$ cat src/hdl/uart_line_pkg.sv
`default_nettype none

package uart_line_pkg;

	// Receiver FSM
	typedef enum logic [1:0] {
		rx_idle,
		rx_start,   // waiting for mid start bit
		rx_data,
		rx_stop
	} rx_state_e;

	// Transmitter FSM
	typedef enum logic [1:0] {
		tx_idle,
		tx_start,
		tx_data,
		tx_stop
	} tx_state_e;

	// One byte with a single cycle strobe
	typedef struct packed {
		logic [7:0] data;
		logic       ok;
	} line_byte_s;

endpackage

`default_nettype wire

$ cat src/hdl/uart_host_pkg.sv
`default_nettype none

package uart_host_pkg;

	// Host to controller
	typedef struct packed {
		logic [7:0] in_data;
		logic       in_valid;   // held until in_ready
		logic       out_valid;  // held while reading
	} host_req_s;

	// Controller to host
	typedef struct packed {
		logic       in_ready;   // one cycle pulse per accepted byte
		logic [7:0] out_data;
		logic       out_ready;  // out_data valid in this cycle
	} host_rsp_s;

endpackage

`default_nettype wire

$ cat src/hdl/uart_rx.sv
`default_nettype none

module uart_rx import uart_line_pkg::*; #(
	parameter integer CLKS_PER_BIT = 16
) (
	input  logic       clk,
	input  logic       reset,
	input  logic       rxd,
	output line_byte_s rx_byte
);

	localparam integer CNT_W = $clog2(CLKS_PER_BIT);
	localparam logic [CNT_W-1:0] BIT_LAST = CNT_W'(CLKS_PER_BIT - 1);
	localparam logic [CNT_W-1:0] HALF_LAST = CNT_W'(CLKS_PER_BIT / 2 - 1);

	logic rxd_meta, rxd_sync;
	rx_state_e state;
	logic [CNT_W-1:0] cnt;
	logic [2:0] bit_idx;
	logic [7:0] shift;
	logic byte_ok;
	logic bit_end, half_end;

	assign bit_end = (cnt == BIT_LAST);
	assign half_end = (cnt == HALF_LAST);

	// Two flop synchronizer, line idles high
	always_ff @(posedge clk) begin
		if (reset) begin
			rxd_meta <= 1'b1;
			rxd_sync <= 1'b1;
		end else begin
			rxd_meta <= rxd;
			rxd_sync <= rxd_meta;
		end
	end

	always_ff @(posedge clk) begin
		if (reset) begin
			state <= rx_idle;
			cnt <= '0;
			bit_idx <= '0;
			byte_ok <= 1'b0;
		end else begin
			byte_ok <= 1'b0;
			case (state)
				rx_idle: begin
					cnt <= '0;
					if (!rxd_sync)
						state <= rx_start;
				end
				rx_start: begin
					if (half_end) begin
						cnt <= '0;
						bit_idx <= '0;
						state <= rxd_sync ? rx_idle : rx_data;  // glitch if high again
					end else begin
						cnt <= cnt + 1'b1;
					end
				end
				rx_data: begin
					if (bit_end) begin
						cnt <= '0;
						bit_idx <= bit_idx + 1'b1;
						if (bit_idx == 3'd7)
							state <= rx_stop;
					end else begin
						cnt <= cnt + 1'b1;
					end
				end
				rx_stop: begin
					if (bit_end) begin
						cnt <= '0;
						byte_ok <= rxd_sync;  // bad stop bit drops the frame
						state <= rx_idle;
					end else begin
						cnt <= cnt + 1'b1;
					end
				end
				default: state <= rx_idle;
			endcase
		end
	end

	// LSB first
	always_ff @(posedge clk) begin
		if (state == rx_data && bit_end)
			shift <= {rxd_sync, shift[7:1]};
	end

	assign rx_byte = '{data: shift, ok: byte_ok};

endmodule

`default_nettype wire

$ cat src/hdl/uart_tx.sv
`default_nettype none

module uart_tx import uart_line_pkg::*; #(
	parameter integer CLKS_PER_BIT = 16
) (
	input  logic       clk,
	input  logic       reset,
	input  line_byte_s tx_cmd,
	output logic       tx_busy,
	output logic       txd
);

	localparam integer CNT_W = $clog2(CLKS_PER_BIT);
	localparam logic [CNT_W-1:0] BIT_LAST = CNT_W'(CLKS_PER_BIT - 1);

	tx_state_e state;
	logic [CNT_W-1:0] cnt;
	logic [2:0] bit_idx;
	logic [7:0] shift;
	logic bit_end;

	assign bit_end = (cnt == BIT_LAST);

	always_ff @(posedge clk) begin
		if (reset) begin
			state <= tx_idle;
			cnt <= '0;
			bit_idx <= '0;
			tx_busy <= 1'b0;
			txd <= 1'b1;
		end else begin
			if (state == tx_idle) begin
				cnt <= '0;
				if (tx_cmd.ok) begin
					state <= tx_start;
					tx_busy <= 1'b1;
					txd <= 1'b0;  // start bit
				end
			end else if (!bit_end) begin
				cnt <= cnt + 1'b1;
			end else begin
				cnt <= '0;
				case (state)
					tx_start: begin
						state <= tx_data;
						bit_idx <= '0;
						txd <= shift[0];
					end
					tx_data: begin
						bit_idx <= bit_idx + 1'b1;
						if (bit_idx == 3'd7) begin
							state <= tx_stop;
							txd <= 1'b1;
						end else begin
							txd <= shift[1];  // next bit after the shift below
						end
					end
					default: begin  // end of stop bit
						state <= tx_idle;
						tx_busy <= 1'b0;
					end
				endcase
			end
		end
	end

	always_ff @(posedge clk) begin
		if (state == tx_idle && tx_cmd.ok)
			shift <= tx_cmd.data;
		else if (state == tx_data && bit_end)
			shift <= {1'b0, shift[7:1]};
	end

endmodule

`default_nettype wire

$ cat src/hdl/uart_controller.sv
`default_nettype none

module uart_controller import uart_line_pkg::*, uart_host_pkg::*; #(
	parameter integer BUFFER_BIT_WIDTH = 4
) (
	input  logic                        clk,
	input  logic                        reset,
	input  host_req_s                   host_req,
	output host_rsp_s                   host_rsp,
	input  line_byte_s                  rx_byte,
	output line_byte_s                  tx_cmd,
	input  logic                        tx_busy,
	output logic                        lost,
	output logic [BUFFER_BIT_WIDTH-1:0] in_buffer_length
);

	localparam integer DEPTH = 2 ** BUFFER_BIT_WIDTH;

	logic [7:0] recv_buffer [DEPTH];
	logic [7:0] trans_buffer [DEPTH];
	logic [BUFFER_BIT_WIDTH-1:0] recv_head, recv_tail;
	logic [BUFFER_BIT_WIDTH-1:0] trans_head, trans_tail;
	logic [BUFFER_BIT_WIDTH-1:0] recv_head_next, recv_tail_next;
	logic [BUFFER_BIT_WIDTH-1:0] trans_head_next, trans_tail_next;

	logic recv_empty, recv_full;
	logic trans_empty, trans_full;
	logic recv_push, recv_pop, trans_push, trans_pop;

	logic in_ready, out_ready, trans_ok;
	logic [7:0] out_data, trans_data;

	// Pointer arithmetic kept at buffer width so wrap works
	always_comb begin
		recv_head_next = recv_head + 1'b1;
		recv_tail_next = recv_tail + 1'b1;
		trans_head_next = trans_head + 1'b1;
		trans_tail_next = trans_tail + 1'b1;
	end

	// One slot always left empty
	assign recv_empty = (recv_head == recv_tail);
	assign recv_full = (recv_tail_next == recv_head);
	assign trans_empty = (trans_head == trans_tail);
	assign trans_full = (trans_tail_next == trans_head);
	assign in_buffer_length = recv_tail - recv_head;

	assign recv_push = rx_byte.ok && !recv_full;
	assign recv_pop = host_req.out_valid && !out_ready && !recv_empty;
	assign trans_push = host_req.in_valid && !in_ready && !trans_full;
	assign trans_pop = !tx_busy && !trans_ok && !trans_empty;  // tx_busy lags trans_ok by a cycle

	// Receive side
	always_ff @(posedge clk) begin
		if (reset) begin
			recv_head <= '0;
			recv_tail <= '0;
			out_ready <= 1'b0;
			lost <= 1'b0;
		end else begin
			if (recv_push)
				recv_tail <= recv_tail_next;
			else if (rx_byte.ok)
				lost <= 1'b1;  // sticky until reset
			if (recv_pop)
				recv_head <= recv_head_next;
			out_ready <= recv_pop;
		end
	end

	always_ff @(posedge clk) begin
		if (recv_push)
			recv_buffer[recv_tail] <= rx_byte.data;
		if (recv_pop)
			out_data <= recv_buffer[recv_head];
	end

	// Transmit side
	always_ff @(posedge clk) begin
		if (reset) begin
			trans_head <= '0;
			trans_tail <= '0;
			in_ready <= 1'b0;
			trans_ok <= 1'b0;
		end else begin
			if (trans_push)
				trans_tail <= trans_tail_next;
			if (trans_pop)
				trans_head <= trans_head_next;
			in_ready <= trans_push;
			trans_ok <= trans_pop;
		end
	end

	always_ff @(posedge clk) begin
		if (trans_push)
			trans_buffer[trans_tail] <= host_req.in_data;
		if (trans_pop)
			trans_data <= trans_buffer[trans_head];
	end

	assign host_rsp = '{in_ready: in_ready, out_data: out_data, out_ready: out_ready};
	assign tx_cmd = '{data: trans_data, ok: trans_ok};

endmodule

`default_nettype wire

$ cat src/hdl/uart_top.sv
`default_nettype none

module uart_top import uart_line_pkg::*, uart_host_pkg::*; #(
	parameter integer CLKS_PER_BIT     = 16,
	parameter integer BUFFER_BIT_WIDTH = 4
) (
	input  logic                        clk,
	input  logic                        reset,
	input  logic                        rxd,
	output logic                        txd,
	input  host_req_s                   host_req,
	output host_rsp_s                   host_rsp,
	output logic                        lost,
	output logic [BUFFER_BIT_WIDTH-1:0] in_buffer_length
);

	line_byte_s rx_byte;
	line_byte_s tx_cmd;
	logic tx_busy;

	uart_rx #(
		.CLKS_PER_BIT(CLKS_PER_BIT)
	) i_rx (
		.clk(clk),
		.reset(reset),
		.rxd(rxd),
		.rx_byte(rx_byte)
	);

	uart_tx #(
		.CLKS_PER_BIT(CLKS_PER_BIT)
	) i_tx (
		.clk(clk),
		.reset(reset),
		.tx_cmd(tx_cmd),
		.tx_busy(tx_busy),
		.txd(txd)
	);

	// Buffers between host and line
	uart_controller #(
		.BUFFER_BIT_WIDTH(BUFFER_BIT_WIDTH)
	) i_ctrl (
		.clk(clk),
		.reset(reset),
		.host_req(host_req),
		.host_rsp(host_rsp),
		.rx_byte(rx_byte),
		.tx_cmd(tx_cmd),
		.tx_busy(tx_busy),
		.lost(lost),
		.in_buffer_length(in_buffer_length)
	);

endmodule

`default_nettype wire

$ cat config.mk
export PLATFORM = sky130hd
export DESIGN_NAME = uart_top
export DESIGN_NICKNAME = d
export VERILOG_FILES = /design/src/hdl/uart_line_pkg.sv /design/src/hdl/uart_host_pkg.sv /design/src/hdl/uart_rx.sv /design/src/hdl/uart_tx.sv /design/src/hdl/uart_controller.sv /design/src/hdl/uart_top.sv
export SDC_FILE = /design/constraint.sdc
export NUM_CORES = 1
export LEC_CHECK = 0
export CAP_MARGIN = 10
export CORE_ASPECT_RATIO = 1.1
export CORE_MARGIN = 2
export CORE_UTILIZATION = 41
export CTS_CLUSTER_SIZE = 12
export DETAILED_ROUTE_END_ITERATION = 10
export DONT_BUFFER_PORTS = 1
export PLACE_DENSITY_LB_ADDON = 0.15
export SLEW_MARGIN = 40
export SYNTH_ARGS = -nofsm -noshare
export SYNTH_HDL_FRONTEND = slang
export SYNTH_HIERARCHICAL = 1
export SYNTH_SLANG_ARGS = --single-unit
$ cat constraint.sdc
create_clock -name clk -period 6.95 [get_ports clk]
set_input_delay 0.695 -clock clk [delete_from_list [all_inputs] [get_ports clk]]
set_output_delay 0.695 -clock clk [all_outputs]
set_load 0.05 [all_outputs]
==> results of run 1 <==
-- through the flow --
stage | cells | worst slack, ns | power, mW | utilization (%) | hold slack (ns)
floorplan | 777 | 3.94 | 2.74 | - | 0.383
global placement | 1165 | 3.88 | 2.85 | 42.9 | 0.392
detailed placement | 1165 | 4.07 | 2.87 | 43.1 | 0.421
CTS | 1229 | 3.57 | 4.75 | 46.7 | 0.220
global route | 1229 | 3.45 | 4.87 | 46.7 | 0.218
finish | 1229 | 3.66 | 4.70 | 46.7 | 0.237
-- layout by cell type (no fill, tap or decap), types with 4 or more instances in the layout --
master	n
a22oi_1	8
clkbuf_1	10
nand4_1	6
clkinv_2	5
a21oi_1	13
clkbuf_16	39
a221oi_1	16
and2_1	4
edfxtp_1	288
inv_1	18
xnor2_1	10
nor2b_1	5
ha_1	23
nor2_1	33
mux4_2	38
mux2_2	7
mux4_1	18
mux2i_1	34
nand2_1	26
o211ai_1	4
or4_1	5
o21ai_1	5
xor2_1	6
clkinv_1	7
dfxtp_1	41
o21ai_0	16
nand3_1	16
and3_1	16
nor4_1	6
nor3_2	6
-- flip-flops by register name (all words and copies together), names as in the netlist, 8 cells and up, named ones only --
signal               flops
i_ctrl/recv_buffer     128
i_rx/shift               8
i_ctrl/out_data          8
i_ctrl/trans_data        8
i_tx/shift               8
i_ctrl/trans_buffer    128
-- layer usage --
metal  up-vias  GRT usage, %
li1       3114             -
met1      3512          19.7
met2       166          29.1
met3        53          2.86
met4         0          4.98
met5         -             0
-- final timing paths --
check	start	end	slack (ns)	depth (start not counted)
worst max-delay path	i_ctrl/recv_head[0]	in_buffer_length[3]	3.66	6
worst min-delay path	reset	i_rx/bit_idx[0]	0.24	1
worst max register to register	i_ctrl/trans_tail[0]	i_ctrl/trans_buffer[15][4]	4.10	6
worst min register to register	i_rx/rxd_meta	i_rx/rxd_sync	0.42	1
-- cell families after synthesis --
logic type               count (synthesis)  share of synthesized area, %
buffers and inverters                   63                          2.38
AO/OA/AOI/OAI                           85                          4.60
adder cells (fa/ha/maj)                 24                          2.26
AND/OR/NAND/NOR                        154                          6.22
multiplexers                            98                          12.9
XOR/XNOR                                22                          1.69
flip-flops                             331                          69.9
-- layout make-up --
| class | instances | area, um^2 |
|---|---|---|
| clock inverters | 15 | 151 |
| flip-flops and latches | 331 | 9510 |
| multi-input cells | 383 | 3840 |
| clock buffers | 49 | 1010 |
| well taps | 426 | 533 |
| repair buffers | 4 | 33.8 |
| fillers | 2783 | 17300 |
| inverters | 21 | 78.8 |
-- where the power goes --
part / internal (mW) / leakage [nW] / switching (mW)
combinational: 0.215 / 1.37 / 0.292
clock: 1.13 / 0.571 / 0.734
sequential: 2.27 / 2.95 / 0.0516
total: 3.62 / 4.89 / 1.08
==> impl_metrics.yaml, run 1 <==
run_status:
  outcome: "finished clean"
grt:
  track_usage_pct: 16.2
  antenna_found_initial: 0
  grt_pass1_wl_um: 42200
  overflow: 0
  grt_pass1_vias: 7084
  grt_max_degree: 53
placement:
  dpl.hpwl_um: 18300
  routabilityCongestion: 0.800
  dpl_cell_area_um2: 14000
  io_buffers: 0
logic_synthesis:
  synth.most_common_cell: "edfxtp_1"
  yosysUniqueCellTypes: 70
  syn-num-nets: 814
  synth_area_leader_cell: "edfxtp_1"
  synth_area_leaders: "edfxtp_1 64%, dfxtp_1 6.3%, mux4_2 6.3%"
  synth_edf_count: 288
  ys_ff_latch: 331
  avgSynthCellArea_um2: 17.5
  synth_flop_cell: "edfxtp_1"
  synth_cells: 777
  async_reset_ff_share_pct: 0
  synth_commonest_cells: "288 x edfxtp_1, 43 x dfxtp_1, 38 x mux4_2"
  synth_warnings: 6
  synth_top_area_share_pct: 63.6
  syn_area_um2: 13600
  seq_area_frac_synth_pct: 69.9
setup_path:
  critPathTopFamily: "buffers and inverters"
  critical_path_class: "flip-flop to output pin"
  slowest_delay_ns: 0.53
  start_kind: "flip-flop"
  crit_buf_inv: 2
  cp_cell_sequence: "buf_4 > ha_1 > inv_1 > a21o_1 > a21oi_1 > xor2_2"
  worst_ep_required_time_ns: 6.25
  cp_data_arrival_time_ns: 2.59
  worst-path-max-fanout: 36
  endpoint_kind: "output pin"
  cp_slowest_cell: "xor2_2"
routing:
  wirelength_met1_um: 11100
  met3_length_um: 1160
  vias_per_cell: 5.57
  met2WireLength_um: 14600
  first_pass_iters: 5
  drtAntennaViolNets: 0
  top_layer: "met4"
  drt_iter0_drc: 546
  wl_per_cell_um: 22.4
  drc: 0
  via_count: 6845
  wl_um: 27500
finish:
  n_antenna_cell: 0
  postLayoutCellArea_um2: 15200
  layout-drive-gt1-share_pct: 16.1
  areaGrowthSynthToFinish_pct: 11.5
  nNetsFinal: 815
clock_network:
  clock_path_buffers: 3
  cts.clk_slew.worst_paths_ns: 0.06
  h-tree-depth: 2
  cts_hold_buf: 0
  clock-sinks: 331
  cts_buffers: 37
  clock-root-buffer: "clkbuf_16"
  post_cts_buffers: 0
  postCtsResizedCells: 0
  insertion_delay_ns: 0.52
  cts_tree: "built"
power:
  powerDensity_nw_per_um2: 310
  vdd_ir_drop_max_mv: 0.214
  p_leak_nw: 4.89
die:
  ioPinCount: 29
  dieHeight_um: 195
  initial_core_util_pct: 41.9
  dieWidth_um: 178
  core_um2: 32500
  die-area_um2: 34700
  rows: 69
sta:
  fin_tns_setup_ns: 0
  skew_ns: 0.0255
  rsz0062_at_grt: "false"
  slew_headroom_pct: 42.7
  post-route-min-period_ns: 3.29
  setup_viol: 0
  period_share_pct: 47.3
  fmax_ghz: 0.304
  worst_pin_slew_ns: 0.847
  finalHoldViolations: 0
  drv_slew: 0
flow_run:
  cap_violations: 0
min_path:
  hold_class: "input pin to flip-flop"
(Power assumes the default switching activity.)
==> run 2: changes to the inputs <==
==> constraint.sdc (replaced) <==
create_clock -name clk -period 2.9 [get_ports clk]
set_input_delay 0.29 -clock clk [delete_from_list [all_inputs] [get_ports clk]]
set_output_delay 0.29 -clock clk [all_outputs]
set_load 0.05 [all_outputs]
==> run 2 against run 1 <==
Combinational power rose to 2.6 times the previous value; sequential power rose by 140%; clock skew fell by 0.0043 ns; flip-flop and latch count did not move; global-route usage rose by 1.2 points; first-iteration DRC count rose by 11%; worst hold slack got worse by 0.21 ns; final cell count rose by 2.8%; via count rose by 2.4%; critical path depth did not move; sequential share of layout area fell by 0.76 points.
==> impl_metrics.yaml, run 2 (synthesis gave the netlist of run 1 again) <==
routing:
  via_count: 7010
  met2WireLength_um: 15500
  wl_per_cell_um: 23.1
  vias_per_cell: 5.55
  drc: 0
  wl_um: 29200
  first_pass_iters: 5
  top_layer: "met4"
  drt_iter0_drc: 605
  met3_length_um: 1150
  wirelength_met1_um: 11900
  drtAntennaViolNets: 0
clock_network:
  postCtsResizedCells: 0
  clock-sinks: 331
  clock-root-buffer: "clkbuf_16"
  cts_tree: "built"
  cts_buffers: 36
  insertion_delay_ns: 0.51
  post_cts_buffers: 0
  cts_hold_buf: 10
  h-tree-depth: 2
  cts.clk_slew.worst_paths_ns: 0.06
  clock_path_buffers: 3
finish:
  nNetsFinal: 853
  top_regs: "i_ctrl/recv_buffer x128, i_ctrl/trans_buffer x128"
  multi_input_area_um2: 3770
  mostFrequentLayoutCell: "edfxtp_1"
  fill_cells: 2770
  layout_common_cells: "288 x edfxtp_1, 41 x dfxtp_1, 38 x mux4_2"
  finalNonFillerCells: 1264
  postLayoutCellArea_um2: 15300
  seqCellArea_um2: 9510
  layout-drive-gt1-share_pct: 17.4
  areaGrowthSynthToFinish_pct: 12.8
run_status:
  outcome: "finished clean"
power:
  vdd_ir_drop_max_mv: 0.536
  p_switching_mw: 2.66
  p_leak_nw: 5.03
  p_int_mw: 8.43
  clock_power_share_pct: 37.6
  powerDensity_nw_per_um2: 723
  power_frac_seq_pct: 50.3
  pwr-share-comb_pct: 12.1
  swShare_pct: 24.0
sta:
  period_share_pct: 93.3
  worst_pin_slew_ns: 0.848
  post-route-min-period_ns: 2.71
  fmax_ghz: 0.370
  slew_headroom_pct: 43.2
  rsz0062_at_grt: "false"
  skew_ns: 0.0212
  finalHoldViolations: 0
  worst_slack_ns: 0.195
  fin_tns_setup_ns: 0
  drv_slew: 0
  setup_viol: 0
setup_path:
  reg2reg_slack_ns: 0.19
  slowest_delay_ns: 0.72
  worst-path-max-fanout: 10
  r2r-start: "i_ctrl/trans_tail[0]"
  worst_ep_required_time_ns: 3.07
  r2r_end: "i_ctrl/trans_buffer[15][7]"
  cp_cell_sequence: "inv_1 > ha_1 > xnor2_1 > nand2b_1 > o311ai_1 > nor2_1"
  critical_path_class: "flip-flop to flip-flop"
  startpoint: "i_ctrl/trans_tail[0]"
  start_kind: "flip-flop"
  endpoint_kind: "flip-flop"
  cp_data_arrival_time_ns: 2.88
  cp_slowest_cell: "o311ai_1"
  reg2regPathDepth: 6
  critPathTopFamily: "compound AO/OA/AOI/OAI gates"
  crit_buf_inv: 1
die:
  ioPinCount: 29
  core_um2: 32500
  initial_core_util_pct: 41.9
  die-area_um2: 34700
  dieHeight_um: 195
  rows: 69
  dieWidth_um: 178
placement:
  io_buffers: 0
  placed_cells: 1194
  place_ws_ns: 0.236
  routabilityCongestion: 0.874
  dpl.hpwl_um: 19300
  dpl_cell_area_um2: 14200
grt:
  grt_pass1_vias: 7217
  overflow: 0
  antenna_found_initial: 0
  track_usage_pct: 17.4
  grt_pass1_wl_um: 45100
  grt_max_degree: 53
flow_run:
  cap_violations: 0
min_path:
  holdPathStages: 2
  min_from: "reset"
  hold_class: "input pin to flip-flop"
  min_to: "i_ctrl/recv_tail[0]"
[run 2: cell types whose count changed in the layout (fill, tap and decap cells not counted), sizes merged]
cell         delta
diode           +1
clkbuf          -1
clkinv          -2
buf            +31
bufinv          -2
dlygate4sd3     +8
[run 2: power groups by stage]
stage	clock network (mW)	logic, mW	registers [mW]
2_1_floorplan	0	0.964	5.60
3_3_place_gp	0	1.28	5.68
3_5_place_dp	0	1.29	5.68
4_1_cts	4.29	1.35	5.58
5_1_grt	4.48	1.45	5.60
6_report	4.17	1.34	5.58
[run 2: metrics by stage]
stage          total power, mW  util, %  hold slack [ns]
2_1_floorplan             6.57        -            0.354
3_3_place_gp              6.95     43.6            0.364
3_5_place_dp              6.97     43.6            0.360
4_1_cts                   11.2     47.3          0.00543
5_1_grt                   11.5     47.3          0.00963
6_report                  11.1     47.3           0.0270
[run 2: final cells by class]
| type | count | area share, % |
|---|---|---|
| Multi-Input combinational cell | 383 | 24.6 |
| Antenna cell | 1 | 0.0163 |
| Clock inverter | 11 | 0.612 |
| Inverter | 21 | 0.514 |
| Timing Repair Buffer | 43 | 2.46 |
| Sequential cell | 331 | 62.0 |
| Clock buffer | 48 | 6.36 |
| Tap cell | 426 | 3.47 |
[run 2: how the worst max path moves through the flow]
stage | to | cells after the start
finish | i_ctrl/trans_buffer[15][7] | 6
global route | i_ctrl/trans_buffer[9][7] | 6
CTS | i_ctrl/trans_buffer[9][5] | 6
detailed placement | i_ctrl/trans_buffer[9][5] | 6
global placement | i_ctrl/trans_buffer[9][1] | 6
floorplan | in_buffer_length[3] | 7
[run 2: worst reg2reg max path, stage by stage (launching register included)]
cell and delay (ns):
dfxtp_1 0.48, inv_1 0.11, ha_1 0.34, xnor2_1 0.17
nand2b_1 0.19, o311ai_1 0.72, nor2_1 0.36
[run 2: metal layers]
layer  up-vias  global-route usage, %
li1       3200                      -
met1      3588                   21.7
met2       174                   31.0
met3        48                   2.82
met4         0                   4.80
met5         -                      0
==> run 3: changes to the inputs <==
--- a/config.mk
+++ b/config.mk
@@ -12,7 +12,7 @@
 export CTS_CLUSTER_SIZE = 12
 export DETAILED_ROUTE_END_ITERATION = 10
 export DONT_BUFFER_PORTS = 1
-export PLACE_DENSITY_LB_ADDON = 0.15
+export PLACE_DENSITY = 0.6
 export SLEW_MARGIN = 40
 export SYNTH_ARGS = -nofsm -noshare
 export SYNTH_HDL_FRONTEND = slang
==> run 3 against run 2 <==
Fmax down 0.51%; critical path depth up 1; register-to-register slack better by 0.05 ns; design area up 0.57%; highest routed layer unchanged; clock power up 5%.
==> impl_metrics.yaml, run 3 (synthesis gave the netlist of run 1 again) <==
power:
  powerDensity_nw_per_um2: 729
  p_leak_nw: 5.07
  vdd_ir_drop_max_mv: 0.532
routing:
  first_pass_iters: 5
  via_count: 7003
  wl_um: 27600
  wl_per_cell_um: 21.8
  drt_iter0_drc: 591
  drtAntennaViolNets: 0
  drc: 0
  vias_per_cell: 5.52
clock_network:
  clock-root-buffer: "clkbuf_16"
  cts.clk_slew.worst_paths_ns: 0.06
  postCtsResizedCells: 0
  cts_buffers: 36
  clock_path_buffers: 3
  clock-sinks: 331
  h-tree-depth: 2
  post_cts_buffers: 0
  cts_tree: "built"
  insertion_delay_ns: 0.53
sta:
  rsz0062_at_grt: "false"
  slew_headroom_pct: 48.9
  worst_slack_ns: 0.181
  period_share_pct: 93.8
  skew_ns: 0.0125
  drv_slew: 0
  worst_pin_slew_ns: 0.764
  setup_viol: 0
  post-route-min-period_ns: 2.72
  fmax_ghz: 0.368
  finalHoldViolations: 0
  whs_ns: 0.0243
  fin_tns_setup_ns: 0
setup_path:
  cp_slowest_cell: "buf_4"
  endpoint_kind: "output pin"
  worst-path-max-fanout: 37
  cp_data_arrival_time_ns: 2.43
  r2r-start: "i_ctrl/trans_tail[0]"
  start_kind: "flip-flop"
  reg2reg_slack_ns: 0.24
  worst_ep_required_time_ns: 2.61
  slowest_delay_ns: 0.44
  reg2regPathDepth: 6
  critical_path_class: "flip-flop to output pin"
  cp_cell_sequence: "buf_4 > inv_1 > ha_1 > a21o_1 > a21oi_1 > xor2_1 > buf_4"
  cp_common_cell: "buf_4"
  r2r_end: "i_ctrl/trans_buffer[12][5]"
die:
  core_um2: 32500
  ioPinCount: 29
  dieHeight_um: 195
  dieWidth_um: 178
  initial_core_util_pct: 41.9
  rows: 69
  die-area_um2: 34700
grt:
  overflow: 0
  gr-usage-met2_pct: 26.8
  grt_max_degree: 53
  grtUsageMet3_pct: 2.90
  grt_pass1_wl_um: 43000
  use_met1_pct: 21.9
  track_usage_pct: 16.4
  antenna_found_initial: 0
  grt_busiest_layer: "met2"
  grt_pass1_vias: 7000
finish:
  final_core_util_pct: 47.5
  mostFrequentLayoutCell: "edfxtp_1"
  top_regs: "i_ctrl/recv_buffer x128, i_ctrl/trans_buffer x128"
  multi_input_area_um2: 3780
  layout_common_cells: "288 x edfxtp_1, 40 x dfxtp_1, 38 x mux4_2"
  seqCellArea_um2: 9520
  nNetsFinal: 855
  fill_cells: 2755
  areaGrowthSynthToFinish_pct: 13.5
  layout-drive-gt1-share_pct: 17.7
  n_antenna_cell: 0
min_path:
  min_to: "i_ctrl/trans_tail[0]"
  hold_class: "input pin to flip-flop"
  min_from: "reset"
  holdPathStages: 3
placement:
  io_buffers: 0
  place_ws_ns: 0.238
  dpl.hpwl_um: 17500
  routabilityCongestion: 0.793
run_status:
  outcome: "finished clean"
flow_run:
  cap_violations: 0
## run 3: changes by cell type in the layout (fill, tap and decap cells not counted), sizes merged
cell / before / now
bufinv: 1 / 2
dlygate4sd3: 8 / 10
diode: 1 / 0
clkbuf: 48 / 50
## run 3: how the worst max path moves through the flow
stage          slack [ns]  cells past startpoint                   endpoint                  from
6_report             0.18                      7        in_buffer_length[3]   i_ctrl/recv_head[1]
5_1_grt             0.007                      6  i_ctrl/recv_buffer[15][4]   i_ctrl/recv_tail[1]
4_1_cts               0.1                      7        in_buffer_length[3]   i_ctrl/recv_head[1]
3_5_place_dp         0.24                      6  i_ctrl/recv_buffer[13][4]   i_ctrl/recv_tail[1]
3_3_place_gp         0.32                      6  i_ctrl/trans_buffer[5][1]  i_ctrl/trans_tail[0]
2_1_floorplan        0.30                      7        in_buffer_length[3]   i_ctrl/recv_head[1]
## run 3: worst max-delay path: cells and delay by family, from the launching register on
family	cells	cell delay (ns)
buffers and inverters	3	0.76
DFF	1	0.35
adders and majority gates	1	0.32
AOI/OAI and AO/OA	2	0.32
xor gates and xnor gates	1	0.16
## run 3: per-layer routing
metal | share of wire (%) | wire length (um)
met3 | 5.3 | 1470
met5 | 0 | 0
met1 | 42 | 11700
met2 | 49 | 13700
met4 | 3.0 | 830
## run 3: area by class of cell
type                       count  area share (%)
timing repair buffer          45            2.59
multi-input combinational    383            24.5
sequential                   331            61.7
inverter                      21           0.511
clock buffer                  50            6.37
tap                          426            3.45
clock inverter                12           0.916
## run 3: metrics by stage
step | area (um^2) | cells | total power, mW
4_1_cts | 15400 | 1268 | 11.4
2_1_floorplan | 13600 | 777 | 6.57
3_5_place_dp | 14200 | 1195 | 6.93
3_3_place_gp | 14200 | 1195 | 6.92
6_report | 15400 | 1268 | 11.3
5_1_grt | 15400 | 1268 | 11.7
## run 3: power by group
part / switching (mW) / internal [mW]
clock network: 1.79 / 2.57
logic: 0.774 / 0.545
registers: 0.132 / 5.44
total: 2.70 / 8.55
## run 3: repair_timing
item,4_1_cts,5_1_grt
setup endpoints to repair,0,0
endpoints found under the hold margin,164,0
hold buffers,11,0
